`config.mk`:
```
export PLATFORM = sky130hd
export DESIGN_NAME = dispatch
export DESIGN_NICKNAME = d
export VERILOG_FILES = /design/src/render_pkg.sv /design/src/dispatch.sv
export SDC_FILE = /design/constraint.sdc
export NUM_CORES = 1
export LEC_CHECK = 0
export BUFFER_PORTS_ARGS = -buffer_cell sky130_fd_sc_hd__buf_4
export CAP_MARGIN = 20
export CORE_ASPECT_RATIO = 1.25
export CORE_MARGIN = 1
export CORE_UTILIZATION = 40
export CTS_BUF_LIST = sky130_fd_sc_hd__clkbuf_4 sky130_fd_sc_hd__clkbuf_8
export DETAILED_ROUTE_END_ITERATION = 10
export HOLD_SLACK_MARGIN = 0.06
export PLACE_DENSITY = 0.82
export SKIP_CTS_REPAIR_TIMING = 1
export SLEW_MARGIN = 20
export SYNTH_ARGS = -nofsm -noshare
export SYNTH_HDL_FRONTEND = slang
export SYNTH_SLANG_ARGS = --single-unit
```
`constraint.sdc`:
```
create_clock -name clk -period 4.05 [get_ports clk]
set_input_delay 1.0125 -clock clk [delete_from_list [all_inputs] [get_ports clk]]
set_output_delay 1.0125 -clock clk [all_outputs]
set_load 0.02 [all_outputs]
```
`src/render_pkg.sv`:
```
//~~~~~~~~~~~~~~~~~~~~
// Shared constants for the fractal renderer.
// Image size, worker count, fixed-point format and credit depth.
//~~~~~~~~~~~~~~~~~~~~
package render_pkg;

	// Image and worker pool
	localparam int NUM_WORKERS = 16;
	localparam int COORD_W     = 10;
	localparam int IMG_W       = 16;
	localparam int IMG_H       = 8;

	// Signed fixed point, Q19.12
	localparam int FRAC_W = 12;
	localparam int FIX_W  = 32;

	// Plane origin of pixel (0,0)
	localparam logic signed [FIX_W-1:0] X0 = -(2 <<< FRAC_W);
	localparam logic signed [FIX_W-1:0] Y0 = -(1 <<< FRAC_W);

	// 3.0 wide over IMG_W pixels, 2.0 high over IMG_H pixels
	localparam logic signed [FIX_W-1:0] STEP_X = (3 <<< FRAC_W) / IMG_W;
	localparam logic signed [FIX_W-1:0] STEP_Y = (2 <<< FRAC_W) / IMG_H;

	// Escape radius squared
	localparam logic signed [FIX_W-1:0] ESCAPE_LIM = 4 <<< FRAC_W;

	localparam int MAX_ITER = 31;
	localparam int ITER_W   = 5;

	// Sink side flow control
	localparam int OUT_CREDITS = 4;
	localparam int CREDIT_W    = 3;

endpackage
```
`src/dispatch.sv`:
```
//~~~~~~~~~~~~~~~~~~~~
// Hands each pixel to the lowest-index idle worker.
// One launch per SEARCH, REST, ASSIGN pass; frame_done after the drain.
//~~~~~~~~~~~~~~~~~~~~
`timescale 1ns/1ps

module dispatch import render_pkg::*; (
	input  logic                   clk,
	input  logic                   n_rst,
	input  logic                   start,
	input  logic [NUM_WORKERS-1:0] jw_dp_ready,
	input  logic                   res_pending,
	input  logic [COORD_W-1:0]     x,
	input  logic [COORD_W-1:0]     y,
	input  logic                   last,
	output logic                   clear,
	output logic                   pix_step,
	output logic [NUM_WORKERS-1:0] dp_jw_start,
	output logic [COORD_W-1:0]     job_x,
	output logic [COORD_W-1:0]     job_y,
	output logic                   frame_done
);

	typedef enum logic [2:0] {IDLE, SEARCH, REST, ASSIGN, DONE} state_t;

	state_t                 state;
	state_t                 next_state;
	logic [NUM_WORKERS-1:0] pick;
	logic                   found;
	logic                   drained;

	// Lowest ready index wins
	always_comb begin
		pick  = '0;
		found = 1'b0;
		for (int i = 0; i < NUM_WORKERS; i++) begin
			if (jw_dp_ready[i] && !found) begin
				pick[i] = 1'b1;
				found   = 1'b1;
			end
		end
	end

	assign drained  = (&jw_dp_ready) && !res_pending;
	assign clear    = (state == IDLE) && start;
	assign pix_step = (state == ASSIGN);

	always_comb begin
		next_state = state;
		case (state)
			IDLE: begin
				if (start)
					next_state = SEARCH;
			end
			SEARCH: begin
				if (found)
					next_state = REST;
			end
			REST: begin
				next_state = ASSIGN;
			end
			ASSIGN: begin
				next_state = last ? DONE : SEARCH;
			end
			DONE: begin
				if (drained)
					next_state = IDLE;
			end
			default: begin
				next_state = IDLE;
			end
		endcase
	end

	always_ff @(posedge clk) begin
		if (!n_rst) begin
			state       <= IDLE;
			dp_jw_start <= '0;
			frame_done  <= 1'b0;
		end else begin
			state <= next_state;
			// Start bit is high for the REST cycle only
			dp_jw_start <= (state == SEARCH && found) ? pick : '0;
			if (clear)
				frame_done <= 1'b0;
			else if (state == DONE && drained)
				frame_done <= 1'b1;
		end
	end

	// Coordinate for the worker picked this cycle
	always_ff @(posedge clk) begin
		if (state == SEARCH && found) begin
			job_x <= x;
			job_y <= y;
		end
	end

endmodule

```
==> results.cfg <==
[status]
status = complete, no violations

[synthesis]
ys_ff_latch = 40
synth.distinct_cells = 35
synth_largest_area_cell = edfxtp_1
synth_edf_count = 20
yosys_warnings = 0
syn_area_mm2 = 0.00141
syn_nets = 144
async_flop_share_pct = 0
syn_avg_cell_area_um2 = 13.7
synthCells = 103
netlist_top_cells_count = 20 x dfxtp_1, 20 x edfxtp_1, 9 x nor2_1, 6 x nand2_1
synth_flop_cell = edfxtp_1
ys_seq_area_share_pct = 71.1
synth_top_area_share_pct = 42.7
synth.area.top_cells = edfxtp_1 43%, dfxtp_1 28%, nor2_1 2.4%

[global_route]
grt_usage_pct = 17.9
grt_start_max_net_pins = 21
grt_pass1_vias = 1074
antenna_found_initial = 0
grt_pass1_wl_um = 4640
grt_overflow = 0

[sta]
period_share_pct = 59.6
slew_headroom_pct = 76.3
final_max_slew_viol_count = 0
hold_ws_ps = 492
worst_slack_ps = 1630
worst_pin_slew_ps = 353
period_needed_ps = 2420
finClkSkew_ps = 3.23
finalSetupTns_ps = 0
hold_viol_final = 0
fmax_mhz = 414
rsz0062_at_grt = false
setup_violations = 0

[clock_tree]
tritoncts = done
numCtsBuffers = 5
cts-root-buf = clkbuf_8
path_clk_slew_ps = 70
cts.sinks = 40
clock_path_buffers = 2
h-tree-depth = 2
clk_latency_ps = 280

[cells_and_area]
postLayoutCoreUtil_pct = 65.6
antenna_cells = 0
drive_gt1_share_pct = 49.7
multi_input_area_um2 = 383
area_delta_synth_final_pct = 53.0
register_area_mm2 = 0.00100
fin_area_mm2 = 0.00215
fill_cells = 271
nets = 229

[run]
maxCapViolations = 0

[detailed_routing]
drt-total-wl_um = 3260
wl_per_cell_um = 14.4
drc = 0
drt_iter0_drc = 14
viasPerCell = 5.02
antenna_left = 0
vias = 1134
drt-pass1-iter-count = 4

[floorplan]
core_area_mm2 = 0.00328
die_y_um = 68.3
die_area_mm2 = 0.00376
pin_count = 80
start_util_pct = 42.9
rows = 23
die_x_um = 55.1

[worst_setup_path]
crit_buf_inv = 2
setup.worst_path.end_class = output pin
crit_top_cell = buf_4
arrival_ps = 1400
path_cells = buf_4 > nand2_1 > nor2_1 > buf_4
cp_top_family = buffers and inverters
required_ps = 3040
cpPeakStageDelay_ps = 150
critPathKind = input port to output pin
critical_path.max_fanout = 2
cp_slowest_cell = buf_4
start_kind = input port

[placement]
dpl-instance-area_mm2 = 0.00204
place.gp.congestion = 0.792
place_ws_ps = 1360
dp_hpwl_um = 2560
port-buffer-count = 79

[power]
powerDensity_mw_per_mm2 = 435
ir_worst_vdd_v = 0.000354
p_leak_nw = 0.955

[worst_hold_path]
hp-class = flop to flop
-- kinds of logic after synthesis --
group / count (synthesis) / share of synthesized area, %
buffers and inverters: 5 / 2.13
flip-flops: 40 / 71.1
AO/OA/AOI/OAI: 9 / 4.53
AND/OR/NAND/NOR: 49 / 22.2
-- worst register-to-register path, stage by stage, from the launching register on --
cell and delay (ps):
dfxtp_1 400, and4bb_2 380, nand2_1 100, a211oi_1 340, and3_1 210
-- state kept, by name, indices dropped and copies added, names as in the netlist --
| signal | flops |
|---|---|
| dp_jw_start | 16 |
| frame_done | 1 |
| job_x | 10 |
| job_y | 10 |
| state | 3 |
-- stage by stage --
step,cells,power [W]
after global routing,226,0.000973
after floorplan,103,0.000551
after global placement,218,0.000626
final,226,0.000937
after CTS,226,0.000945
after detailed placement,218,0.000631
-- final cells by class --
cell class | count | area share (%)
clock buffers | 6 | 3.54
clock inverters | 2 | 1.63
inverters | 3 | 0.523
multi-input cells | 58 | 17.8
flip-flops and latches | 40 | 46.5
well taps | 37 | 2.15
repair buffers | 80 | 27.9
-- cells in the final DEF, fill, tap and decap left out, drive strengths merged --
| cell type | count |
|---|---|
| nor2 | 10 |
| nor4b | 2 |
| o31a | 1 |
| or4 | 2 |
| o21ai | 1 |
| nand3 | 1 |
| a211oi | 2 |
| o22ai | 1 |
| and4b | 1 |
| or3 | 1 |
| and2 | 3 |
| and3b | 3 |
| a21boi | 1 |
| and4 | 1 |
| nor3 | 4 |
| and4bb | 1 |
| bufinv | 1 |
| dfxtp | 20 |
| o21a | 1 |
| buf | 80 |
| nand2 | 6 |
| nand4 | 4 |
| a21oi | 1 |
| nand4b | 1 |
| nor4 | 1 |
| clkbuf | 6 |
| and3 | 4 |
| nand2b | 1 |
| clkinv | 1 |
| inv | 3 |
| edfxtp | 20 |
| a311oi | 1 |
| nor3b | 3 |
-- where the power goes --
group	internal (W)	switching, W	total (W)	leakage [nW]
sequential	0.000460	0.0000129	0.000472	0.348
clock	0.000189	0.000126	0.000316	0.0586
combinational	0.0000696	0.0000793	0.000149	0.548
-- metal layers --
layer / part of all wire [%] / up-vias / GRT usage [%]
met4: 2.0 / 0 / 8.75
li1: - / 552 / -
met5: 0 / - / 0
met1: 41 / 510 / 20.1
met2: 44 / 66 / 29.1
met3: 12 / 6 / 6.89
-- path summary, 6_finish.rpt --
kind                           start                        end  slack [ps]  cells past startpoint
max                            start                      clear        1630                      4
min          frame_done$_SDFFE_PP0P_    frame_done$_SDFFE_PP0P_         490                      2
max reg2reg    state[1]$_SDFFE_PN0P_  dp_jw_start[6]$_SDFF_PN0_        2560                      4
min reg2reg  frame_done$_SDFFE_PP0P_    frame_done$_SDFFE_PP0P_         490                      2
Note: power is estimated with default switching activity, not from simulation.
