`src/render_pkg.sv`:
```
//~~~~~~~~~~~~~~~~~~~~
// Shared constants for the fractal renderer.
// Image size, worker count, fixed-point format and credit depth.
//~~~~~~~~~~~~~~~~~~~~
package render_pkg;

	// Image and worker pool
	localparam int NUM_WORKERS = 16;
	localparam int COORD_W     = 10;
	localparam int IMG_W       = 16;
	localparam int IMG_H       = 8;

	// Signed fixed point, Q19.12
	localparam int FRAC_W = 12;
	localparam int FIX_W  = 32;

	// Plane origin of pixel (0,0)
	localparam logic signed [FIX_W-1:0] X0 = -(2 <<< FRAC_W);
	localparam logic signed [FIX_W-1:0] Y0 = -(1 <<< FRAC_W);

	// 3.0 wide over IMG_W pixels, 2.0 high over IMG_H pixels
	localparam logic signed [FIX_W-1:0] STEP_X = (3 <<< FRAC_W) / IMG_W;
	localparam logic signed [FIX_W-1:0] STEP_Y = (2 <<< FRAC_W) / IMG_H;

	// Escape radius squared
	localparam logic signed [FIX_W-1:0] ESCAPE_LIM = 4 <<< FRAC_W;

	localparam int MAX_ITER = 31;
	localparam int ITER_W   = 5;

	// Sink side flow control
	localparam int OUT_CREDITS = 4;
	localparam int CREDIT_W    = 3;

endpackage
```
`src/pix_inc.sv`:
```
//~~~~~~~~~~~~~~~~~~~~
// Raster counter over the image, x fastest.
// Steps once per pix_step, clear returns to (0,0).
//~~~~~~~~~~~~~~~~~~~~
`timescale 1ns/1ps

module pix_inc import render_pkg::*; (
	input  logic               clk,
	input  logic               n_rst,
	input  logic               clear,
	input  logic               pix_step,
	output logic [COORD_W-1:0] x,
	output logic [COORD_W-1:0] y,
	output logic               last
);

	logic x_end;
	logic y_end;

	assign x_end = (x == COORD_W'(IMG_W - 1));
	assign y_end = (y == COORD_W'(IMG_H - 1));
	assign last  = x_end && y_end;

	always_ff @(posedge clk) begin
		if (!n_rst) begin
			x <= '0;
			y <= '0;
		end else if (clear) begin
			x <= '0;
			y <= '0;
		end else if (pix_step) begin
			if (x_end) begin
				x <= '0;
				// Wraps back to row 0 after the final pixel
				y <= y_end ? '0 : y + 1'b1;
			end else begin
				x <= x + 1'b1;
			end
		end
	end

endmodule

```
`config.mk`:
```
export PLATFORM = sky130hd
export DESIGN_NAME = pix_inc
export DESIGN_NICKNAME = d
export VERILOG_FILES = /design/src/render_pkg.sv /design/src/pix_inc.sv
export SDC_FILE = /design/constraint.sdc
export NUM_CORES = 1
export LEC_CHECK = 0
export ABC_AREA = 1
export ABC_CLOCK_PERIOD_IN_PS = 3050
export BUFFER_PORTS_ARGS = -buffer_cell sky130_fd_sc_hd__buf_2
export CAP_MARGIN = 5
export CORE_MARGIN = 2
export CORE_UTILIZATION = 33
export CTS_BUF_LIST = sky130_fd_sc_hd__clkbuf_8
export CTS_CLUSTER_SIZE = 14
export DETAILED_ROUTE_END_ITERATION = 8
export RECOVER_POWER = 100
export SKIP_LAST_GASP = 1
export SLEW_MARGIN = 0
export SYNTH_ARGS = -nofsm -noshare
export SYNTH_HDL_FRONTEND = slang
export SYNTH_SLANG_ARGS = --single-unit
```
`constraint.sdc`:
```
create_clock -name clk -period 3.05 [get_ports clk]
set_input_delay 0.61 -clock clk [delete_from_list [all_inputs] [get_ports clk]]
set_output_delay 0.61 -clock clk [all_outputs]
set_load 0.01 [all_outputs]
```
==> impl_summary.md, run 1 <==
Placement
Routability-driven placement finished with a final weighted congestion of 0.797. Detailed placement ended at an HPWL of 2020 um. The standard cell area after detailed placement is roughly 1300 um^2. The number of port buffers is 24.

Final layout
The number of diodes added for antenna fixing is 0. The finished cells cover 1310 um^2. The synthesis-to-finish area growth is 14.2%.

In the final layout, the share of cells above drive strength 1 is 0.0377. In the final layout, the multi-input gates occupy 601 um^2. The post-layout net count is 220. In the final layout, flip-flops and latches occupy 400 um^2. The filler cells instantiated in the layout total between 300 and 400.

STA
The final period utilization is 0.722. The transition at the pin with the smallest max-transition slack is around 0.83 ns. Hold timing on the final database bottoms out at a slack of 0.514 ns. Setup repair after global routing left no endpoint under its margin. The count of final max-slew check failures is 0. For this run, the top clock speed supported by timing is 454 MHz. Setup violations remaining at the end of the flow were counted as 0.

Adding up every negative setup slack in the final design gives 0 ns. Across the routed clock network, the largest skew measured is 0.00291 ns. Counting I/O delays and the setup requirement, the final critical path takes roughly 2.2 ns. The relative slew slack is 0.443. The final hold violation count is 0.

Setup path
STA puts the critical path data required time at 2.44 ns. In this run the worst path has a maximum fanout of 4. STA classifies the critical path startpoint as a flop. The worst setup path startpoint is y[0]. The startpoint of the worst-slack reg-to-reg timing path is x[0]. The worst setup path is captured at a primary output. For the worst setup path, the data arrival time is 1.59 ns.

The worst setup path is of the reg2out kind.

Logic synthesis
The share of synthesized cell area in full adder, half adder and majority cells is 0.0218. Of the total synthesized cell area, the portion taken by AND, OR, NAND and NOR gates is 0.442. Synthesis inferred 20 register bits. The number of flops mapped to enable cells by yosys is 0.

Sorting the synthesized cells by how often they occur yields sky130_fd_sc_hd__nand2_1, sky130_fd_sc_hd__nor2_1, sky130_fd_sc_hd__inv_1, sky130_fd_sc_hd__dfxtp_1, sky130_fd_sc_hd__nand3_1. The synthesized netlist occupies a cell area of ~1100 um^2. Of the post-synthesis cell area, the part taken by muxes is 0. After synthesis, the largest family of logic cells by area is simple AND/OR/NAND/NOR gates. For this run, the leading register cell type out of synthesis is sky130_fd_sc_hd__dfxtp_1. The distinct cell type count after synthesis is 20.

The warning count from the yosys run is 0. The proportion of register bits with asynchronous set or reset after synthesis is 0. The most common cell in the synthesized netlist is sky130_fd_sc_hd__nand2_1. The post-synthesis compound-gate area fraction is 0.0567.

The synthesized netlist net count is 193. After synthesis, the cell types taking the most area are sky130_fd_sc_hd__dfxtp_1, sky130_fd_sc_hd__nand2_1, sky130_fd_sc_hd__nor2_1. Dividing the synthesized area by the synthesized cell count gives 6.14 um^2. The sequential element share of the synthesized area is 0.349. Summed over all instances, the cell type with the most area after synthesis is sky130_fd_sc_hd__dfxtp_1. Of the post-synthesis cell area, the dominant cell type holds 0.349.

In the synthesized netlist, the number of instances is approximately 190. Of the total synthesized cell area, the portion taken by XOR and XNOR cells is 0.0153.

Clocking
The maximum buffer depth of the clock tree is 2. The total of hold buffers inserted after clock tree synthesis is 0. TritonCTS created 3 clock buffers. CTS built an H-tree with a depth of 1. The number of post-CTS setup repair buffers is 0. Gates resized during post-CTS repair numbered 0. After clock tree synthesis, the clock-pin slew on the worst setup and hold paths is around 0.080 ns. The clock network latency to the later pin of the worst-skew pair is 0.26 ns. The TritonCTS clock tree is built. The clock drives 20 sinks. The root buffer cell chosen for the clock tree is sky130_fd_sc_hd__clkbuf_8.

Pwr
The clock network fraction of design power is 0.390. The total power divided by cell area is around 350 nW/um^2. Summed over all nets, the switching power comes to 0.105 mW. The switching share of power is 0.229. The design internal power is between 0.3 and 0.4 mW. Summed over all cells, the static leakage comes to 0.520 nW. The part of the power in combinational logic is 0.040.

The share of total power dissipated in sequential elements is 0.571. The overall power after layout is 0.461 mW. Across the VDD grid, the largest voltage drop is 0.127 mV.

Global route
For this run, global-route usage on met3 was measured as 0.0270. Entering global routing, the biggest net connects 15 pins. The initial antenna violation count is 0. The global-route wire length before repair is 4820 um. For this run, the total global-route usage over all layers was measured as 0.153. For met1 alone, demand over resource in global routing was 0.219. The most congested layer reported by global routing is met1. The number of global-route vias before repair is ~1,000. The routing usage on met2 is 0.218.

Global routing finished with a remaining overflow of 0.

Worst hold path
In this run the most critical hold path is launched from y[8]. The path category of the worst min-delay check is reg2reg.

Floorplan
The effective utilization at floorplan is 0.344. The overall die height is 63.0 um. The initialized floorplan defines 21 standard-cell rows.

The die covers 3960 um^2. Measured along the x axis, the die boundary spans ~63 um. The floorplan step defined a core boundary enclosing 3340 um^2. The number of placed I/O pins is 25.

Drt
For this run, design rule violations remaining after detail routing come to 0. Summing over every cut layer, the via total after detailed routing is 1,160. Summed over all layers, the routed wires come to around 2700 um. Dividing the detail-routed wire length by the instance count gives 10.5 um.

Dividing the detail-routed via count by the number of cells gives 4.50. After the first detailed-routing iteration, the DRC count stood at 75. For this run, the detailed router's first-pass iteration total came to 4. The detail route stage leaves a number of antenna-violating nets equal to 0.

Run status
The flow ran to the end, and the final reports show no timing, DRC or antenna violations.

Run
The tool flagged a number of max-cap violations equal to 0.
==> final timing paths <==
check / end / slack, ns / depth (start not counted)
max: last / 0.85 / 7
min: y[8] / 0.51 / 2
max reg2reg: x[8] / 0.97 / 6
min reg2reg: y[8] / 0.51 / 2
==> cell usage in the layout, fill, tap and decap left out <==
cell type / Yosys / layout
sky130_fd_sc_hd__nand4_1: 5 / 6
sky130_fd_sc_hd__nand3_1: 19 / 19
sky130_fd_sc_hd__nor2_1: 34 / 35
sky130_fd_sc_hd__o21ai_0: 3 / 5
sky130_fd_sc_hd__clkbuf_8: 0 / 3
sky130_fd_sc_hd__nor3_1: 3 / 3
sky130_fd_sc_hd__or2_1: 1 / 1
sky130_fd_sc_hd__a21oi_1: 7 / 7
sky130_fd_sc_hd__buf_2: 1 / 3
sky130_fd_sc_hd__inv_1: 30 / 31
sky130_fd_sc_hd__clkbuf_1: 0 / 21
sky130_fd_sc_hd__dfxtp_1: 20 / 20
sky130_fd_sc_hd__ha_1: 2 / 2
sky130_fd_sc_hd__xor2_1: 2 / 2
sky130_fd_sc_hd__nand2_1: 51 / 51
sky130_fd_sc_hd__nor2_2: 1 / 1
sky130_fd_sc_hd__o21ai_1: 3 / 1
sky130_fd_sc_hd__nor3_2: 1 / 1
==> layer usage <==
metal,wire length (um),share of wire,vias to the layer above
met5,0,0,-
met4,57,0.021,0
met3,94,0.035,5
met2,1070,0.39,18
met1,1490,0.55,505
li1,-,-,632
==> final cells by class <==
| class | count | share of cell area |
|---|---|---|
| multi-input cells | 134 | 0.458 |
| flip-flops and latches | 20 | 0.306 |
| clock buffers | 3 | 0.0315 |
| repair buffers | 24 | 0.0716 |
| inverters | 31 | 0.0888 |
| well taps | 46 | 0.0439 |
==> critical path: stages (launching register included) <==
cell                      delay, ns
sky130_fd_sc_hd__dfxtp_1       0.39
sky130_fd_sc_hd__ha_1          0.21
sky130_fd_sc_hd__nand2_1       0.07
sky130_fd_sc_hd__inv_1         0.12
sky130_fd_sc_hd__nand3_1       0.09
sky130_fd_sc_hd__or2_1         0.23
sky130_fd_sc_hd__nor2_1        0.09
sky130_fd_sc_hd__buf_2         0.14
==> registers in the layout (all words and copies together) (netlist names) <==
register	count
x	10
y	10
==> power by group through the flow <==
stage	registers, mW	clock network [mW]	logic, mW
finish	0.263	0.180	0.0182
global route	0.263	0.196	0.0215
CTS	0.263	0.184	0.0190
detailed placement	0.269	0	0.0191
global placement	0.269	0	0.0189
floorplan	0.269	0	0.0123
==> cell families after synthesis <==
kind of cell	Yosys count
xor gates and xnor gates	2
AOI/OAI and AO/OA	13
adders and majority gates	2
and+or+nand+nor	117
DFF	20
buffers and inverters	33
==> metrics by stage <==
step | cells | setup slack, ns | utilization
floorplan | 187 | 1.24 | -
global placement | 255 | 1.19 | 0.392
detailed placement | 255 | 1.16 | 0.392
CTS | 258 | 0.874 | 0.405
global route | 258 | 0.677 | 0.393
finish | 258 | 0.849 | 0.393
(Power assumes the default switching activity.)
==> run 2: changes to the inputs <==
--- a/config.mk
+++ b/config.mk
@@ -5,8 +5,8 @@
 export SDC_FILE = /design/constraint.sdc
 export NUM_CORES = 1
 export LEC_CHECK = 0
-export ABC_AREA = 1
-export ABC_CLOCK_PERIOD_IN_PS = 3050
+export ABC_AREA = 0
+export ABC_CLOCK_PERIOD_IN_PS = 2000
 export BUFFER_PORTS_ARGS = -buffer_cell sky130_fd_sc_hd__buf_2
 export CAP_MARGIN = 5
 export CORE_MARGIN = 2
==> constraint.sdc (replaced) <==
create_clock -name clk -period 2 [get_ports clk]
set_input_delay 0.4 -clock clk [delete_from_list [all_inputs] [get_ports clk]]
set_output_delay 0.4 -clock clk [all_outputs]
set_load 0.01 [all_outputs]
==> run 2 against run 1 <==
Die area is 16% lower; register-to-register slack got worse by 0.78 ns; global-route usage shrank 1.8 points; first-iteration DRC count shrank 76%; final area down 11%; sequential power increased by 52%; via count is 24% lower; utilization is 2.9 points higher; final cell count decreased by 34%; sequential share of layout area is 3.8 points higher; synthesized area shrank 17%; worst setup slack worse by 0.75 ns; critical path type unchanged; highest routed layer unchanged.
==> impl_summary.md, run 2 <==
Final layout
The library cell used most frequently in the layout, excluding fill and tap cells, is sky130_fd_sc_hd__dfxtp_1. The fraction of final layout cells sized beyond drive strength 1 is 0.115. In the layout the commonest cells are sky130_fd_sc_hd__dfxtp_1, sky130_fd_sc_hd__clkbuf_1, sky130_fd_sc_hd__nor2_1. The filler cell count is slightly above 300. The synthesis-to-finish area growth is 21.9%.

The number of diodes added for antenna fixing is 0. The largest registers in the layout are x x10, y x10. The post-layout net count is 147.

Floorplan
For this configuration, the core starts out at a cell density of 0.346. After floorplanning, the core was divided into 19 placement rows. Measured along the x axis, the die boundary spans a little under 60 um. The placeable core region is 2760 um^2. For this design the top-level I/O count stands at 25. The overall die height is 57.8 um. The die covers approximately 3300 um^2.

Logic synthesis
The largest area contributor in the synthesized netlist is sky130_fd_sc_hd__dfxtp_1. In the post-synthesis netlist, the biggest area contributors are sky130_fd_sc_hd__dfxtp_1, sky130_fd_sc_hd__xor2_1, sky130_fd_sc_hd__nor2_1. In this run the cell area of the synthesized design comes to 955 um^2.

Counting flops with a built-in enable in the synthesized netlist gives 0. The proportion of register bits with asynchronous set or reset after synthesis is 0. The post-synthesis cell count is ~110. For this run, the register share of the synthesized area comes to 0.419. The share of synthesized area in the top cell type comes to 0.419. The most used flip-flop cell after synthesis is sky130_fd_sc_hd__dfxtp_1.

The synthesized design contains 20 register bits. For this run, the number of Yosys warnings is 0. The synthesized area per cell is approximately 8.8 um^2. The commonest cells after synthesis are sky130_fd_sc_hd__dfxtp_1, sky130_fd_sc_hd__nor2_1, sky130_fd_sc_hd__a21oi_1, sky130_fd_sc_hd__xor2_1, sky130_fd_sc_hd__nand3_1. In this run, distinct cell masters in the synthesized netlist total 26. Counting every net in the synthesized netlist gives around 110. Yosys instantiated no cell more often than sky130_fd_sc_hd__dfxtp_1.

Clocking
The clock sink total is 20. The TritonCTS clock tree is built. The total of hold buffers inserted after clock tree synthesis is 0. Clock tree synthesis selected as its root buffer the cell sky130_fd_sc_hd__clkbuf_8.

The later pin in the worst-skew pair is clocked with a latency of 0.26 ns. The number of buffers created by CTS is 3. In this run the number of H-tree levels came out at 1. After clock tree synthesis, the clock-pin slew on the worst setup and hold paths is 0.07 ns. The maximum buffer depth of the clock tree is 2.

Setup path
The cell at the slowest stage of the critical path is sky130_fd_sc_hd__nor4_4. Following the worst setup path forward leads to its endpoint at last. The worst-case register-to-register setup slack is 0.19 ns.

The signal on the critical path passes through nor4_4, nand3_1, nor2_1, buf_2. Of all nets on the critical path, the largest fanout is 5. The startpoint of the worst-slack reg-to-reg timing path is x[8]. STA puts the critical path data required time at 1.60 ns. On the worst path, the slowest cell contributes a delay of between 0.4 and 0.5 ns. The worst setup path is captured at a primary output. In this run the worst setup path begins at x[8]. The critical path start-end classification is reg2out. The reg-to-reg critical path endpoint is y[7]. The critical path startpoint category is a flop. The depth of the most critical reg-to-reg path is 4. The data arrival at the endpoint of the critical path is 1.50 ns.

STA
The count of final max-slew check failures came to 0. The final hold violation count was 0. The sum of negative setup slack is 0 ns. The final critical-path required period is 1.90 ns. The count of final setup violators is 0. The relative slew slack is 0.731. In the finished design, the share of the clock period the worst path needs comes to 0.952. For the pin with the worst max-slew slack, the measured transition is 0.401 ns. The final worst clock skew is ~0.0011 ns.

The highest clock rate is 525 MHz.

Drt
For this run, the detailed router's first-pass iteration total came to 4. The number of DRC violations after detailed routing is 0. The total number of vias is 884. The count of nets left with antenna violations once routing finished came out at 0. The violation count after the first detailed-routing iteration is 18. The via density per instance is 5.20. Dividing the detail-routed wire length by the instance count gives 12.5 um. Wires add up to 2130 um.

Run
The max-cap check violation count is 0.

Pwr
The overall power after layout is 0.684 mW. The static power due to leakage is approximately 0.40 nW. Across the VDD grid, the largest voltage drop is 0.438 mV. The total power divided by cell area is 588 nW/um^2.

Placement
The count of buffers added on input and output ports is 24. The half-perimeter wire length of the detailed placement result is ~1600 um. The routability congestion estimate from global placement is 0.731.

Worst hold path
The min-delay analysis places its worst path in the category in2reg.

Global route
The initial antenna violation count is 0. The number of global-route vias before repair is 840. After global routing the overflow that remains totals 0. The first global-routing pass estimated 3630 um of wire. Entering global routing, the biggest net connects 12 pins. For this run, the total global-route usage over all layers was measured as 0.135.

Run status
The run finished with clean final reports.
## run 2: cell types whose count changed in the layout (fill, tap and decap cells not counted), sizes merged, moves of 5 or more
cell   previous run  this run
and3              0         5
nand2            51         6
buf               3        11
nand3            19         9
nor2             36        13
inv              31         1
xor2              2         9
## run 2: worst min path at each step
stage / startpoint / end / slack, ns / depth (start not counted)
floorplan: y[1] / y[1] / 0.50 / 2
global placement: y[9] / y[9] / 0.48 / 2
detailed placement: y[1] / y[1] / 0.49 / 2
CTS: pix_step / x[1] / 0.45 / 3
global route: pix_step / x[1] / 0.46 / 3
finish: pix_step / x[1] / 0.45 / 3
## run 2: timing repair
item	in CTS	in global routing
endpoints found under the hold margin	0	0
resized for setup	0	0
endpoints found under the setup margin	0	1
buffers inserted	0	3
## run 2: layout make-up
cell class / instances / area [um^2] / area share
clock buffer: 3 / 41.3 / 0.0355
timing repair buffer: 30 / 141 / 0.122
inverter: 1 / 3.75 / 0.00323
sequential: 20 / 400 / 0.344
tap: 31 / 38.8 / 0.0333
multi-input combinational: 85 / 538 / 0.462
## run 2: cells by family after synthesis
group                    Yosys count  synth area share
AO/OA/AOI/OAI                     15            0.0891
buffers and inverters              3            0.0170
AND/OR/NAND/NOR                   57             0.347
flip-flops                        20             0.419
adder cells (fa/ha/maj)            2            0.0262
XOR/XNOR                          11             0.101
## run 2: metrics by stage
step,hold WS (ns),std cells,worst slack [ns],utilization,area (um^2)
after floorplan,0.499,108,0.245,-,955
after global placement,0.477,164,0.260,0.407,1120
after detailed placement,0.488,164,0.191,0.407,1120
after CTS,0.449,167,0.0535,0.422,1160
after global routing,0.461,170,-0.00508,0.422,1160
final,0.446,170,0.0955,0.422,1160
## run 2: worst max-delay path, delay by kind of cell (launching register included)
family                 cells  cell delay, ns
buffers and inverters      1            0.14
DFF                        1            0.37
and+or+nand+nor            3            0.74
## run 2: layer usage
metal | vias up | GRT usage | part of all wire
met5 | - | 0 | 0
met4 | 0 | 0.0299 | 0.0056
met3 | 2 | 0.0424 | 0.058
met2 | 19 | 0.213 | 0.45
met1 | 403 | 0.182 | 0.49
li1 | 460 | - | -
## run 2: power breakdown
group          leakage, nW  switching, mW  internal, mW
combinational        0.220         0.0116       0.00778
sequential           0.161        0.00143         0.399
clock               0.0216          0.129         0.134
total                0.403          0.142         0.541
==> run 3: changes to the inputs <==
--- a/config.mk
+++ b/config.mk
@@ -10,10 +10,11 @@
 export BUFFER_PORTS_ARGS = -buffer_cell sky130_fd_sc_hd__buf_2
 export CAP_MARGIN = 5
 export CORE_MARGIN = 2
-export CORE_UTILIZATION = 33
+export CORE_UTILIZATION = 48
 export CTS_BUF_LIST = sky130_fd_sc_hd__clkbuf_8
 export CTS_CLUSTER_SIZE = 14
 export DETAILED_ROUTE_END_ITERATION = 8
+export PLACE_DENSITY = 0.77
 export RECOVER_POWER = 100
 export SKIP_LAST_GASP = 1
 export SLEW_MARGIN = 0
==> run 3 against run 2 <==
Highest routed layer unchanged; global-route usage is 5.4 points higher; worst setup slack better by 0.0055 ns; first-iteration DRC count is 61% higher; sequential cell count stayed put; largest power group unchanged.
==> impl_summary.md, run 3 (synthesis gave the netlist of run 2 again) <==
Run status
The run finished with clean final reports.

STA
Setup repair after global routing left no endpoint under its margin. The final hold violation count is 0. Static timing analysis puts the maximum clock frequency at about 530 MHz. The count of final setup violators is 0. Adding up every negative setup slack in the final design gives 0 ns. The count of final max-slew check failures was 0. The final critical-path required period is 1.90 ns. Dividing the final minimum period by the clock period gives 0.950. At the pin with the least slew margin, the transition time is 0.343 ns. The relative slew slack is 0.770. Across the routed clock network, the largest skew measured is 0.00187 ns.

Drt
The total number of vias is 919. The number of DRC violations after detailed routing is 0. The remaining number of nets flagged by the antenna check after routing is 0. After detailed routing, the average wire length per cell comes to between 10 and 15 um.

The overall routed net length is between 2000 and 2500 um. Using the TritonRoute via totals, the vias-per-cell ratio works out to 5.50. The violation count after the first detailed-routing iteration is 29. The first-pass detailed-route iteration total is 4.

Final layout
The layout has 194 filler cells. In the final layout, the share of cells above drive strength 1 is 0.107. In the layout the commonest cells are sky130_fd_sc_hd__clkbuf_1, sky130_fd_sc_hd__dfxtp_1, sky130_fd_sc_hd__nor2_1. The largest registers in the layout are x x10, y x10.

The synthesis-to-finish area growth is 21.8%. The most common library cell in the layout ignoring fill and taps is sky130_fd_sc_hd__clkbuf_1. The share of the core filled with cells in the final layout is 0.605. Once layout is done, the placed cells without fillers occupy 1160 um^2.

For this run, the post-layout net count is 147. The number of diodes added for antenna fixing is 0.

Global route
The aggregate global routing overflow is 0. In the global route stage, overall resource usage came out at 0.189. The number of global-route vias before repair is 808. The global-route wire length before repair is 3530 um.

The initial antenna violation count was 0. The pin count of the biggest net entering global routing is 15.

Setup path
The worst setup path is of the reg2out kind. The type of destination of the critical path is a primary output. The worst setup path is launched from a flop. For the worst setup path, the data arrival time is 1.50 ns.

The required time at the worst-slack endpoint is 1.60 ns. The critical-path maximum fanout is 7.

Clocking
The clock slew seen by the registers of the worst setup and hold paths is 0.07 ns. The clock network latency to the later pin of the worst-skew pair is 0.26 ns. The clock sink total is 20. The clock tree root driver cell is sky130_fd_sc_hd__clkbuf_8. CTS built an H-tree with a depth of 1. The maximum buffer depth of the clock tree is 2. Counting the buffers created by CTS gives 3. Gates resized during post-CTS repair numbered 0. TritonCTS built the clock tree. The total of hold buffers inserted after clock tree synthesis is 0.

The number of post-CTS setup repair buffers is 0.

Floorplan
The floorplan step defined a die boundary enclosing 2360 um^2. The floorplan has 16 rows. The die is 48.6 um tall. The effective utilization at floorplan is 0.497. The placeable core region is 1920 um^2. The width of the die is around 49 um.

25 I/O pins were placed.

Placement
After detailed placement, the total cell area comes to 1130 um^2. The routability congestion estimate from global placement is 0.841. The number of port buffers is 24. Detailed placement ended at an HPWL of between 1500 and 2000 um.

Worst hold path
The path category of the worst min-delay check is in2reg.

Run
The tool flagged a number of max-cap violations equal to 0.

Pwr
For this design the ratio of total power to cell area is 628 nW/um^2. For this design the static power due to leakage is roughly 0.40 nW. The maximum VDD drop is 0.449 mV.
## run 3: cell types whose count changed in the layout (fill, tap and decap cells not counted)
cell                       change
sky130_fd_sc_hd__clkbuf_2      +1
sky130_fd_sc_hd__clkbuf_1      +2
sky130_fd_sc_hd__clkbuf_8      +1
sky130_fd_sc_hd__buf_4         -3
## run 3: power breakdown
group	internal, mW	leakage (nW)	switching, mW	total, mW
sequential	0.399	0.161	0.00157	0.401
combinational	0.00714	0.213	0.0121	0.0192
clock	0.175	0.0288	0.134	0.310
## run 3: cell type report
| cell class | instances | area, um^2 | area share |
|---|---|---|---|
| Clock buffer | 4 | 55.1 | 0.0474 |
| Sequential cell | 20 | 400 | 0.344 |
| Timing Repair Buffer | 30 | 131 | 0.113 |
| Inverter | 1 | 3.75 | 0.00323 |
| Multi-Input combinational cell | 85 | 538 | 0.463 |
| Tap cell | 27 | 33.8 | 0.0291 |
## run 3: final timing paths
check	start	endpoint	slack, ns	cells after the start
worst max-delay path	y[6]	last	0.10	4
worst min-delay path	pix_step	x[1]	0.45	3
worst max register to register	x[0]	y[5]	0.14	6
worst min register to register	y[1]	y[1]	0.49	2
## run 3: worst max-delay path: stages, from the launching register on
cell and delay [ns]:
sky130_fd_sc_hd__dfxtp_1 0.37, sky130_fd_sc_hd__nor4_1 0.33, sky130_fd_sc_hd__nand4_1 0.25, sky130_fd_sc_hd__nor2_1 0.15, sky130_fd_sc_hd__buf_2 0.14
## run 3: per-stage QoR
step | hold WS [ns] | power [mW] | worst slack [ns] | cells
2_1_floorplan | 0.499 | 0.419 | 0.245 | 108
3_3_place_gp | 0.474 | 0.429 | 0.279 | 162
3_5_place_dp | 0.476 | 0.430 | 0.186 | 162
4_1_cts | 0.453 | 0.736 | 0.0861 | 166
5_1_grt | 0.457 | 0.760 | 0.0132 | 167
6_report | 0.451 | 0.730 | 0.101 | 167
## run 3: layer usage
layer / vias to the layer above / routed length, um / GRT usage
li1: 460 / - / -
met1: 425 / 988 / 0.237
met2: 32 / 1020 / 0.322
met3: 2 / 125 / 0.0463
met4: 0 / 21 / 0.0571
met5: - / 0 / 0
