## config.mk

```make
export PLATFORM = sky130hd
export DESIGN_NAME = result_collect
export DESIGN_NICKNAME = d
export VERILOG_FILES = /design/src/render_pkg.sv /design/src/result_collect.sv
export SDC_FILE = /design/constraint.sdc
export NUM_CORES = 1
export LEC_CHECK = 0
export BUFFER_PORTS_ARGS = -buffer_cell sky130_fd_sc_hd__buf_2
export CAP_MARGIN = 20
export CORE_AREA = 10 10 171 173
export CTS_BUF_LIST = sky130_fd_sc_hd__clkbuf_8 sky130_fd_sc_hd__clkbuf_16
export DETAILED_ROUTE_END_ITERATION = 16
export DIE_AREA = 0 0 181 183
export PLACE_DENSITY_LB_ADDON = 0.1
export SLEW_MARGIN = 20
export SYNTH_ARGS = -nofsm -noshare
export SYNTH_HDL_FRONTEND = slang
export SYNTH_SLANG_ARGS = --single-unit
```

## constraint.sdc

```tcl
create_clock -name clk -period 3.58 [get_ports clk]
set_input_delay 0.358 -clock clk [delete_from_list [all_inputs] [get_ports clk]]
set_output_delay 0.358 -clock clk [all_outputs]
set_load 0.05 [all_outputs]
```

## src/render_pkg.sv

```systemverilog
//~~~~~~~~~~~~~~~~~~~~
// Shared constants for the fractal renderer.
// Image size, worker count, fixed-point format and credit depth.
//~~~~~~~~~~~~~~~~~~~~
package render_pkg;

	// Image and worker pool
	localparam int NUM_WORKERS = 16;
	localparam int COORD_W     = 10;
	localparam int IMG_W       = 16;
	localparam int IMG_H       = 8;

	// Signed fixed point, Q19.12
	localparam int FRAC_W = 12;
	localparam int FIX_W  = 32;

	// Plane origin of pixel (0,0)
	localparam logic signed [FIX_W-1:0] X0 = -(2 <<< FRAC_W);
	localparam logic signed [FIX_W-1:0] Y0 = -(1 <<< FRAC_W);

	// 3.0 wide over IMG_W pixels, 2.0 high over IMG_H pixels
	localparam logic signed [FIX_W-1:0] STEP_X = (3 <<< FRAC_W) / IMG_W;
	localparam logic signed [FIX_W-1:0] STEP_Y = (2 <<< FRAC_W) / IMG_H;

	// Escape radius squared
	localparam logic signed [FIX_W-1:0] ESCAPE_LIM = 4 <<< FRAC_W;

	localparam int MAX_ITER = 31;
	localparam int ITER_W   = 5;

	// Sink side flow control
	localparam int OUT_CREDITS = 4;
	localparam int CREDIT_W    = 3;

endpackage
```

## src/result_collect.sv

```systemverilog
//~~~~~~~~~~~~~~~~~~~~
// Drains finished workers towards the sink.
// One result per cycle while sink credit remains.
//~~~~~~~~~~~~~~~~~~~~
`timescale 1ns/1ps

module result_collect import render_pkg::*; (
	input  logic                                clk,
	input  logic                                n_rst,
	input  logic [NUM_WORKERS-1:0]              res_valid,
	input  logic [NUM_WORKERS-1:0][COORD_W-1:0] res_x,
	input  logic [NUM_WORKERS-1:0][COORD_W-1:0] res_y,
	input  logic [NUM_WORKERS-1:0][ITER_W-1:0]  res_iter,
	input  logic                                pix_credit,
	output logic [NUM_WORKERS-1:0]              res_take,
	output logic                                res_pending,
	output logic                                pix_valid,
	output logic [COORD_W-1:0]                  pix_x,
	output logic [COORD_W-1:0]                  pix_y,
	output logic [ITER_W-1:0]                   pix_iter
);

	logic [CREDIT_W-1:0]    credit;
	logic [NUM_WORKERS-1:0] pick;
	logic                   found;
	logic                   can_send;
	logic                   take_any;

	always_comb begin
		pick  = '0;
		found = 1'b0;
		for (int i = 0; i < NUM_WORKERS; i++) begin
			if (res_valid[i] && !found) begin
				pick[i] = 1'b1;
				found   = 1'b1;
			end
		end
	end

	assign can_send    = (credit != '0);
	assign take_any    = found && can_send;
	assign res_take    = can_send ? pick : '0;
	assign res_pending = |res_valid;

	always_ff @(posedge clk) begin
		if (!n_rst) begin
			credit    <= CREDIT_W'(OUT_CREDITS);
			pix_valid <= 1'b0;
		end else begin
			pix_valid <= take_any;
			// Emit and return may land in the same cycle
			case ({take_any, pix_credit})
				2'b10:   credit <= credit - 1'b1;
				2'b01:   credit <= credit + 1'b1;
				default: credit <= credit;
			endcase
		end
	end

	// One-hot select of the taken worker's payload
	always_ff @(posedge clk) begin
		for (int i = 0; i < NUM_WORKERS; i++) begin
			if (res_take[i]) begin
				pix_x    <= res_x[i];
				pix_y    <= res_y[i];
				pix_iter <= res_iter[i];
			end
		end
	end

endmodule

```

==> results.sh, run 1 <==
export IMPL_fin_cells=1547
export IMPL_p_leak_nw=3.86
export IMPL_netlist_area_sq_um=5300
export IMPL_syn_to_final_growth_pct=53.1
export IMPL_grt_start_max_net_pins=45
export IMPL_gr_total_overflow=0
export IMPL_post_drt_wl_per_cell_um=27.0
export IMPL_cts_resized=0
export IMPL_ant_nets=0
export IMPL_placed_area_sq_um=7960
export IMPL_max_cap_viol_count=0
export IMPL_grt_usage_pct=23.2
export IMPL_dpl_cell_count=1532
export IMPL_grt_pass1_vias=8574
export IMPL_maxSlewHeadroom_pct=38.0
export IMPL_clockPowerShare_pct=16.2
export IMPL_status="completed"
export IMPL_cts_buffers=5
export IMPL_maxSlewViolCount=0
export IMPL_drc_errors=0
export IMPL_ys_types=76
export IMPL_grt_pass1_wl_um=58800
export IMPL_worst_clock_skew_ns=0.0164
export IMPL_vias=8408
export IMPL_yosysWarnings=0
export IMPL_die_area_sq_um=33100
export IMPL_rows=59
export IMPL_internal_power_mw=1.33
export IMPL_path_clk_slew_ns=0.06
export IMPL_grt_setup_unrepaired="false"
export IMPL_switchingPower_mw=1.43
export IMPL_clkSinkCount=29
export IMPL_p_seq_share_pct=22.4
export IMPL_antenna_found_initial=9
export IMPL_fillerInstances=2904
export IMPL_ys_seq_area_share_pct=15.7
export IMPL_switching_share_pct=51.8
export IMPL_hold_buffers=0
export IMPL_multi_input_area_sq_um=4040
export IMPL_synth_flop_cell="edfxtp_1"
export IMPL_crit_fanout=31
export IMPL_setup_violations_final=0
export IMPL_fin_setup_tns_ns=0
export IMPL_synthArstFlopShare_pct=0
export IMPL_root_buffer="clkbuf_16"
export IMPL_worstMarginPinSlew_ns=0.923
export IMPL_cp_required_ns=3.22
export IMPL_hp_class="in -> reg"
export IMPL_post_route_period_util_pct=86.0
export IMPL_syn_area_per_cell_sq_um=6.77
export IMPL_fin_nets=1625
export IMPL_coreArea_sq_um=25800
export IMPL_max_freq_mhz=325
export IMPL_dpl_hpwl_um=35000
export IMPL_synth_top_family_by_area="compound AO/OA/AOI/OAI gates"
export IMPL_cts_tree="done"
export IMPL_ir_drop_uv=204
export IMPL_drtIter0Drc=637
export IMPL_synth_fp_nets=1205
export IMPL_gp_congestion=0.881
export IMPL_total_power_mw=2.76
export IMPL_synth_compound_area_share_pct=44.9
export IMPL_initial_utilization_pct=20.6
export IMPL_synthMuxAreaShare_pct=1.37
export IMPL_first_pass_iters=5
export IMPL_pin_count=462
export IMPL_pwr_share_comb_pct=61.4
export IMPL_hold_viol=0
export IMPL_synth_adder_area_share_pct=0.613
export IMPL_cp_end_kind="output pin"
export IMPL_syn_inst=784
export IMPL_routed_wirelength_um=41700
export IMPL_yosys_area_share_xor_xnor_pct=0.330
export IMPL_viasPerCell=5.44
export IMPL_cts_path_max_buffers=2
export IMPL_design_area_sq_um=8120
export IMPL_synthSimpleGateAreaFrac_pct=28.2
export IMPL_post_cts_setup_buffers=0
export IMPL_port_buffer_count=461
export IMPL_start_kind="primary input"
export IMPL_synth_edf_count=25
export IMPL_power_density_nw_per_um2=341
export IMPL_dieWidth_um=181
export IMPL_criticalPathCategory="in -> out"
export IMPL_h_tree_depth=2
export IMPL_worst_endpoint_arrival_ns=2.72
export IMPL_ff_latch_area_sq_um=831
export IMPL_worstSkewPairLatency_ns=0.30
export IMPL_drive_gt1_share_pct=43.8
export IMPL_ys_ff_latch=29
export IMPL_fp_dieH_um=183
export IMPL_period_needed_ns=3.08
power by group through the flow:
stage	Clock [mW]	Combinational [mW]	Sequential, mW
floorplan	0	0.557	1.07
global placement	0	1.70	0.629
detailed placement	0	1.70	0.630
CTS	0.458	1.70	0.623
global route	0.468	1.81	0.635
finish	0.448	1.70	0.619
cells in the mapped netlist (11+ instances only):
| cell | instances | area [sq um] |
|---|---|---|
| nand2_1 | 128 | 480 |
| nor2_1 | 54 | 203 |
| clkbuf_1 | 51 | 191 |
| o211ai_1 | 49 | 368 |
| o22ai_1 | 46 | 288 |
| a21oi_1 | 38 | 190 |
| o21ai_0 | 38 | 190 |
| a211oi_1 | 37 | 278 |
| edfxtp_1 | 25 | 751 |
| nand3_1 | 25 | 125 |
| and3_1 | 23 | 144 |
| buf_2 | 20 | 100 |
| inv_1 | 20 | 75.1 |
| a211o_1 | 17 | 149 |
| nand4_1 | 16 | 100 |
| o221ai_1 | 16 | 140 |
| o2111ai_1 | 14 | 123 |
| o22a_1 | 13 | 114 |
| nor3_1 | 12 | 60.1 |
| nand2b_1 | 11 | 68.8 |
cells by family (layout without fill, tap and decap cells):
kind of cell,Yosys count,after routing
AND/OR/NAND/NOR,307,307
adder cells (fa/ha/maj),2,2
multiplexers,7,7
AO/OA/AOI/OAI,330,330
buffers and inverters,107,528
flip-flops,29,29
XOR/XNOR,2,2
other,0,7
per-layer routing:
metal  vias to the layer above  global-route usage (%)  wire [um]
met2                       473                    38.0      19400
met1                      3974                    30.5      17900
met4                         4                    3.94        581
met3                        36                    6.06       3700
met5                         -                       0         33
li1                       3921                       -          -
worst max-delay path: stages:
cell and delay (ns):
buf_2 0.23, nor4_2 0.39, and3_1 0.74, nand3_4 0.52, inv_1 0.18, buf_2 0.29
final timing paths:
kind / slack [ns] / to / depth (start not counted) / startpoint
hold reg to reg: 0.53 / credit[2]$_SDFFE_PN1P_ / 2 / credit[2]$_SDFFE_PN1P_
hold / removal: 0.31 / credit[2]$_SDFFE_PN1P_ / 2 / n_rst
setup / recovery: 0.50 / res_take[14] / 6 / res_valid[2]
setup reg to reg: 0.56 / pix_y[2]$_DFFE_PP_ / 7 / credit[0]$_SDFFE_PN0P_
registers in the layout (all words and copies together), names as in the netlist:
register and cells:
pix_x 10, pix_y 10, pix_iter 5, credit 3, pix_valid 1
per-stage QoR:
| stage | worst slack, ns | util, % | hold slack [ns] |
|---|---|---|---|
| after floorplan | 0.0279 | - | 0.430 |
| after global placement | 0.365 | 30.9 | 0.525 |
| after detailed placement | 0.242 | 30.9 | 0.524 |
| after CTS | 0.447 | 31.4 | 0.303 |
| after global routing | 0.214 | 31.5 | 0.307 |
| final | 0.500 | 31.5 | 0.310 |
layout make-up:
type                       count  area share [%]
clock inverter                 3           0.154
antenna                        7           0.216
sequential                    29            10.2
timing repair buffer         496            31.8
multi-input combinational    648            49.7
clock buffer                   5            1.54
tap                          335            5.16
inverter                      24            1.11
placed cells by master, fill, tap and decap left out, types with 4 or more instances in the layout:
cell type | netlist | final
nor2_1 | 54 | 53
buf_4 | 3 | 35
clkbuf_16 | 0 | 5
a221o_1 | 6 | 6
nand3_1 | 25 | 25
a22oi_1 | 7 | 7
a21oi_1 | 38 | 38
and3_1 | 23 | 23
o221ai_1 | 16 | 16
dfxtp_1 | 4 | 4
and2_1 | 5 | 4
a211o_1 | 17 | 17
o22ai_1 | 46 | 46
a211oi_1 | 37 | 37
a221oi_1 | 7 | 7
or2_2 | 4 | 4
mux2i_1 | 5 | 5
o211ai_1 | 49 | 49
a2111oi_0 | 5 | 5
edfxtp_1 | 25 | 25
nor2b_1 | 6 | 6
o21ai_0 | 38 | 38
o22a_1 | 13 | 13
o2111ai_1 | 14 | 14
inv_1 | 20 | 19
nand4_1 | 16 | 16
nand2_1 | 128 | 128
diode_2 | 0 | 7
buf_2 | 20 | 460
nor3_1 | 12 | 12
nand2b_1 | 11 | 11
clkinv_1 | 2 | 4
Note: power is estimated with default switching activity, not from simulation.
==> run 2, diff against run 1 <==
--- a/config.mk
+++ b/config.mk
@@ -5,6 +5,7 @@
 export SDC_FILE = /design/constraint.sdc
 export NUM_CORES = 1
 export LEC_CHECK = 0
+export ABC_AREA = 1
 export BUFFER_PORTS_ARGS = -buffer_cell sky130_fd_sc_hd__buf_2
 export CAP_MARGIN = 20
 export CORE_AREA = 10 10 171 173
==> run 2 against run 1 <==
  * Clock power decreased by 3%
  * First-iteration DRC count decreased by 20%
  * Critical path depth increased by 13
  * Final cell count increased by 24%
  * Via count increased by 4.2%
  * Synthesized cell count increased by 46%
  * Hold slack improved by 0.027 ns
  * Wire length decreased by 5.5%
  * Worst setup slack got worse by 0.12 ns
  * Final area increased by 6.4%
  * Maximum frequency decreased by 3.8%
  * Flip-flop and latch count unchanged
  * Critical endpoint is now pix_x[8]$_DFFE_PP_
  * Largest cell class unchanged
  * Largest power group unchanged
  * Highest routed layer unchanged
==> results.sh, run 2 <==
export IMPL_port_buffer_count=461
export IMPL_post_cts_setup_buffers=0
export IMPL_vias=8764
export IMPL_pwr_share_comb_pct=63.5
export IMPL_cp_required_ns=3.62
export IMPL_wl_met3_um=3260
export IMPL_antenna_found_initial=24
export IMPL_netlist_area_sq_um=5750
export IMPL_hp_class="in -> reg"
export IMPL_clkSinkCount=29
export IMPL_cts_path_max_buffers=2
export IMPL_synthArstFlopShare_pct=0
export IMPL_grt_pass1_vias=9077
export IMPL_gr_total_overflow=0
export IMPL_p_leak_nw=5.09
export IMPL_dieWidth_um=181
export IMPL_p_seq_share_pct=21.4
export IMPL_fp_dieH_um=183
export IMPL_worst_clock_skew_ns=0.00716
export IMPL_syn_inst=1141
export IMPL_routed_wirelength_um=39400
export IMPL_top_layer="met5"
export IMPL_dpl_hpwl_um=33600
export IMPL_largestRegisters="pix_x x10, pix_y x10, pix_iter x5"
export IMPL_yosysTopAreaCellShare_pct=29.8
export IMPL_cts_buffers=5
export IMPL_worstMarginPinSlew_ns=0.622
export IMPL_criticalPathCategory="reg -> reg"
export IMPL_period_needed_ns=3.20
export IMPL_grt_start_max_net_pins=40
export IMPL_syn_area_per_cell_sq_um=5.04
export IMPL_power_density_nw_per_um2=333
export IMPL_mostFrequentLayoutCells="461 x buf_2, 457 x nand2_1, 123 x inv_1, 114 x nand3_1, 107 x nor2_1"
export IMPL_ys_types=33
export IMPL_m1WireLength_um=15600
export IMPL_grt_setup_unrepaired="false"
export IMPL_die_area_sq_um=33100
export IMPL_rows=59
export IMPL_synth_edf_count=25
export IMPL_syn_to_final_growth_pct=50.2
export IMPL_gp_congestion=0.872
export IMPL_worst_endpoint_arrival_ns=3.25
export IMPL_viasPerCell=4.56
export IMPL_drive_gt1_share_pct=36.2
export IMPL_ant_nets=0
export IMPL_maxSlewHeadroom_pct=58.3
export IMPL_synth_fp_nets=1562
export IMPL_maxSlewViolCount=0
export IMPL_first_pass_iters=5
export IMPL_max_freq_mhz=312
export IMPL_ys_ff_latch=29
export IMPL_pin_count=462
export IMPL_status="completed"
export IMPL_ir_drop_uv=265
export IMPL_start_kind="flip-flop"
export IMPL_yosysWarnings=0
export IMPL_h_tree_depth=2
export IMPL_final_common_cell="buf_2"
export IMPL_post_route_period_util_pct=89.4
export IMPL_synth_top_area_cell="nand2_1"
export IMPL_root_buffer="clkbuf_16"
export IMPL_hp_start="n_rst"
export IMPL_coreArea_sq_um=25800
export IMPL_worstSkewPairLatency_ns=0.29
export IMPL_timing_rr_start="credit[0]$_SDFFE_PN0P_"
export IMPL_synth_area_leaders="nand2_1 30%, edfxtp_1 13%, nand3_1 9.9%"
export IMPL_switching_share_pct=52.9
export IMPL_clockPowerShare_pct=15.1
export IMPL_cp_end_kind="flip-flop"
export IMPL_ys_seq_area_share_pct=14.5
export IMPL_fin_nets=1992
export IMPL_switchingPower_mw=1.52
export IMPL_design_area_sq_um=8630
export IMPL_setup_violations_final=0
export IMPL_max_cap_viol_count=0
export IMPL_grt_pass1_wl_um=57400
export IMPL_internal_power_mw=1.36
export IMPL_drtIter0Drc=511
export IMPL_cts_tree="done"
export IMPL_crit_fanout=35
export IMPL_post_drt_wl_per_cell_um=20.5
export IMPL_crit_path_start="credit[0]$_SDFFE_PN0P_"
export IMPL_grt_usage_pct=22.5
export IMPL_synthTopCellsByCount="457 x nand2_1, 123 x inv_1, 114 x nand3_1, 107 x nor2_1, 105 x a21oi_1"
export IMPL_drc_errors=0
export IMPL_hold_viol=0
export IMPL_synth_most_common_cell="nand2_1"
export IMPL_dr_wl_met2_um=19900
export IMPL_fin_setup_tns_ns=0
export IMPL_synth_flop_cell="edfxtp_1"
export IMPL_initial_utilization_pct=22.3
export IMPL_path_clk_slew_ns=0.06
export IMPL_placed_area_sq_um=8450
run 2: changes by cell type after synthesis, sizes merged, moves of 14 or more:
| cell | delta |
|---|---|
| a21oi | +67 |
| nand3 | +87 |
| a211o | -17 |
| a211oi | -37 |
| nand2 | +329 |
| o221ai | -16 |
| clkbuf | -15 |
| and3 | -23 |
| o211ai | -39 |
| o2111ai | -14 |
| inv | +107 |
| or2 | +60 |
| o22ai | -45 |
| nor2 | +57 |
run 2: path summary, 6_finish.rpt:
path | to | slack [ns] | cells past startpoint
setup / recovery | pix_x[8]$_DFFE_PP_ | 0.38 | 19
hold / removal | credit[1]$_SDFFE_PN0P_ | 0.34 | 3
setup reg to reg | pix_x[8]$_DFFE_PP_ | 0.38 | 19
hold reg to reg | credit[2]$_SDFFE_PN1P_ | 0.51 | 2
run 2: area by class of cell:
| class | instances | area [sq um] |
|---|---|---|
| Fill cell | 3140 | 17100 |
| Multi-Input combinational cell | 916 | 4150 |
| Timing Repair Buffer | 486 | 2540 |
| Sequential cell | 29 | 831 |
| Inverter | 133 | 503 |
| Tap cell | 335 | 419 |
| Clock buffer | 5 | 125 |
| Antenna cell | 17 | 42.5 |
| Clock inverter | 3 | 17.5 |
run 2: through the flow:
| stage | setup slack, ns | instances | total power [mW] | utilization [%] | hold WS, ns |
|---|---|---|---|---|---|
| after floorplan | 0.491 | 1141 | 1.75 | - | 0.469 |
| after global placement | 0.348 | 1899 | 2.47 | 32.8 | 0.510 |
| after detailed placement | 0.326 | 1899 | 2.47 | 32.8 | 0.509 |
| after CTS | 0.369 | 1907 | 2.92 | 33.3 | 0.333 |
| after global routing | 0.0853 | 1920 | 3.11 | 33.5 | 0.344 |
| final | 0.378 | 1924 | 2.88 | 33.5 | 0.337 |
run 2: repair_timing:
action	CTS	global route
hold buffers	0	0
resized for setup	0	1
endpoints found under the setup margin	0	1
run 2: layer usage:
metal  vias up  GRT usage, %
li1       4444             -
met1      3932          25.4
met2       329          40.3
met3        43          7.32
met4        16          5.30
met5         -             0
run 2: power by group through the flow:
| stage | registers [mW] | clock network (mW) | logic, mW |
|---|---|---|---|
| floorplan | 1.07 | 0 | 0.687 |
| finish | 0.615 | 0.435 | 1.83 |
| global placement | 0.621 | 0 | 1.85 |
| CTS | 0.620 | 0.444 | 1.85 |
| global route | 0.627 | 0.458 | 2.02 |
| detailed placement | 0.623 | 0 | 1.85 |
run 2: cell families (layout without fill, tap and decap cells):
family          count (synthesis)  count (layout)  synth area share (%)
simple gates                  765             765                  57.7
buf+inv                       196             627                  13.6
compound gates                148             148                  13.5
flops                          29              29                  14.5
fa+ha+maj                       2               2                 0.566
xor+xnor                        1               1                 0.152
other cells                     0              17                     0
run 2: worst max-delay path, stage by stage, from the launching register on:
cell,delay [ns]
dfxtp_1,0.34
nor2_1,0.10
nand2_1,0.30
nand4_1,0.21
buf_4,0.35
clkinv_1,0.52
nand2_1,0.17
nand2_1,0.07
inv_1,0.07
nand2_1,0.05
nand2_1,0.05
nand2_1,0.07
nand2_1,0.08
nand2_1,0.07
nand2_1,0.06
nand2_1,0.08
nand2_1,0.09
nand2_1,0.05
nand2_1,0.11
nand2_1,0.06
==> run 3, diff against run 2 <==
--- a/config.mk
+++ b/config.mk
@@ -8,10 +8,13 @@
 export ABC_AREA = 1
 export BUFFER_PORTS_ARGS = -buffer_cell sky130_fd_sc_hd__buf_2
 export CAP_MARGIN = 20
-export CORE_AREA = 10 10 171 173
+export CELL_PAD_IN_SITES_DETAIL_PLACEMENT = 1
+export CELL_PAD_IN_SITES_GLOBAL_PLACEMENT = 2
+export CORE_ASPECT_RATIO = 1.4
+export CORE_MARGIN = 10
+export CORE_UTILIZATION = 17
 export CTS_BUF_LIST = sky130_fd_sc_hd__clkbuf_8 sky130_fd_sc_hd__clkbuf_16
 export DETAILED_ROUTE_END_ITERATION = 16
-export DIE_AREA = 0 0 181 183
 export PLACE_DENSITY_LB_ADDON = 0.1
 export SLEW_MARGIN = 20
 export SYNTH_ARGS = -nofsm -noshare
==> run 3 against run 2 <==
  * Count of clock-buffer cells in the layout stayed put
  * Critical path depth is 2 higher
  * Wire length is 4.3% higher
  * Power hardly changed
  * Via count is 0.84% lower
  * Hold slack worse by 0.0048 ns
  * Global-route usage is 3.7 points lower
  * Highest routed layer unchanged
  * Largest power group unchanged
  * Critical endpoint is now pix_x[1]$_DFFE_PP_
==> results.sh, run 3 (synthesis gave the netlist of run 2 again) <==
export IMPL_gp_congestion=0.819
export IMPL_p_seq_share_pct=21.6
export IMPL_coreArea_sq_um=33300
export IMPL_switchingPower_mw=1.51
export IMPL_hp_class="in -> reg"
export IMPL_cp_required_ns=3.75
export IMPL_crit_fanout=11
export IMPL_fillerInstances=4619
export IMPL_cts_tree="done"
export IMPL_final_common_cell="buf_2"
export IMPL_period_needed_ns=3.05
export IMPL_pin_count=462
export IMPL_setup_violations_final=0
export IMPL_dieWidth_um=175
export IMPL_setup_ws_ns=0.533
export IMPL_drtIter0Drc=296
export IMPL_timing_hold_ws_ns=0.332
export IMPL_ir_drop_uv=308
export IMPL_ant_nets=0
export IMPL_initial_utilization_pct=17.3
export IMPL_rrSetupSlack_ns=0.53
export IMPL_fin_setup_tns_ns=0
export IMPL_syn_to_final_growth_pct=54.4
export IMPL_grt_pass1_vias=9476
export IMPL_max_cap_viol_count=0
export IMPL_worstMarginPinSlew_ns=0.608
export IMPL_drive_gt1_share_pct=36.6
export IMPL_clkSinkCount=29
export IMPL_maxSlewHeadroom_pct=59.2
export IMPL_total_power_mw=2.88
export IMPL_grt_start_max_net_pins=43
export IMPL_clockPowerShare_pct=15.2
export IMPL_routed_wirelength_um=41100
export IMPL_power_density_nw_per_um2=324
export IMPL_grt_pass1_wl_um=59800
export IMPL_root_buffer="clkbuf_16"
export IMPL_hold_viol=0
export IMPL_cts_resized=0
export IMPL_cp_end_kind="flip-flop"
export IMPL_fin_nets=2004
export IMPL_worst_clock_skew_ns=0.00367
export IMPL_max_freq_mhz=328
export IMPL_start_kind="flip-flop"
export IMPL_dpl_hpwl_um=36400
export IMPL_fp_dieH_um=238
export IMPL_worst_endpoint_arrival_ns=3.21
export IMPL_dpl_cell_count=2021
export IMPL_hold_buffers=0
export IMPL_cts_buffers=5
export IMPL_largestRegisters="pix_x x10, pix_y x10, pix_iter x5"
export IMPL_internal_power_mw=1.37
export IMPL_first_pass_iters=4
export IMPL_antenna_found_initial=30
export IMPL_vias=8690
export IMPL_cts_path_max_buffers=2
export IMPL_mostFrequentLayoutCells="461 x buf_2, 457 x nand2_1, 123 x inv_1, 113 x nand3_1, 107 x nor2_1"
export IMPL_viasPerCell=4.24
export IMPL_drc_errors=0
export IMPL_port_buffer_count=461
export IMPL_grt_usage_pct=18.8
export IMPL_gr_total_overflow=0
export IMPL_status="completed"
export IMPL_pwr_share_comb_pct=63.2
export IMPL_p_leak_nw=5.15
export IMPL_path_clk_slew_ns=0.06
export IMPL_die_area_sq_um=41700
export IMPL_rows=79
export IMPL_fin_cells=2048
export IMPL_criticalPathCategory="reg -> reg"
export IMPL_post_route_period_util_pct=85.1
export IMPL_post_drt_wl_per_cell_um=20.1
export IMPL_grt_setup_unrepaired="false"
export IMPL_post_cts_setup_buffers=0
export IMPL_dpl_worst_slack_ns=0.320
export IMPL_worstSkewPairLatency_ns=0.29
export IMPL_maxSlewViolCount=0
export IMPL_h_tree_depth=2
export IMPL_switching_share_pct=52.6
-- run 3: worst paths after layout --
kind | from | endpoint | cells past startpoint
setup / recovery | credit[0]$_SDFFE_PN0P_ | pix_x[1]$_DFFE_PP_ | 21
hold / removal | res_x[155] | pix_x[5]$_DFFE_PP_ | 3
setup reg to reg | credit[0]$_SDFFE_PN0P_ | pix_x[1]$_DFFE_PP_ | 21
hold reg to reg | credit[2]$_SDFFE_PN1P_ | credit[2]$_SDFFE_PN1P_ | 2
-- run 3: layout make-up --
type	instances	area (sq um)	share of cell area [%]
Sequential cell	29	831	9.36
Clock buffer	5	125	1.41
Antenna cell	19	47.5	0.536
Multi-Input combinational cell	916	4160	46.8
Tap cell	445	557	6.27
Timing Repair Buffer	498	2650	29.8
Inverter	133	499	5.62
Clock inverter	3	12.5	0.141
-- run 3: per-stage QoR --
step,utilization [%],area [sq um]
floorplan,-,5750
global placement,26.1,8690
detailed placement,26.1,8690
CTS,26.5,8830
global route,26.6,8850
finish,26.6,8880
-- run 3: worst max-delay path: stages, from the launching register on --
cell and delay [ns]:
dfxtp_1 0.39, nor2_1 0.07, nand2_1 0.36, nand2_1 0.29, inv_1 0.25, buf_4 0.21, nand2_1 0.06, nand2_1 0.06
nor2_1 0.04, o21ai_0 0.18, nand3_1 0.12, nand3_1 0.09, nand3_1 0.07, nand2_1 0.08, nand2_1 0.06, nand2_1 0.09
nand3_1 0.08, nand3_1 0.15, nand2_1 0.08, nand2_1 0.09, nand2_1 0.06, nand2_1 0.05
-- run 3: power by group through the flow --
stage	clock network (mW)	registers [mW]	logic, mW
4_1_cts	0.453	0.629	1.87
6_report	0.437	0.623	1.82
5_1_grt	0.454	0.642	2.04
3_5_place_dp	0	0.628	1.87
2_1_floorplan	0	1.07	0.687
3_3_place_gp	0	0.625	1.86
-- run 3: per-layer routing --
| layer | vias to the layer above | track usage, % | wire (um) |
|---|---|---|---|
| met4 | 24 | 4.74 | 687 |
| li1 | 4471 | - | - |
| met1 | 3815 | 19.0 | 15300 |
| met2 | 332 | 35.4 | 21000 |
| met3 | 48 | 7.11 | 3960 |
| met5 | - | 0 | 140 |
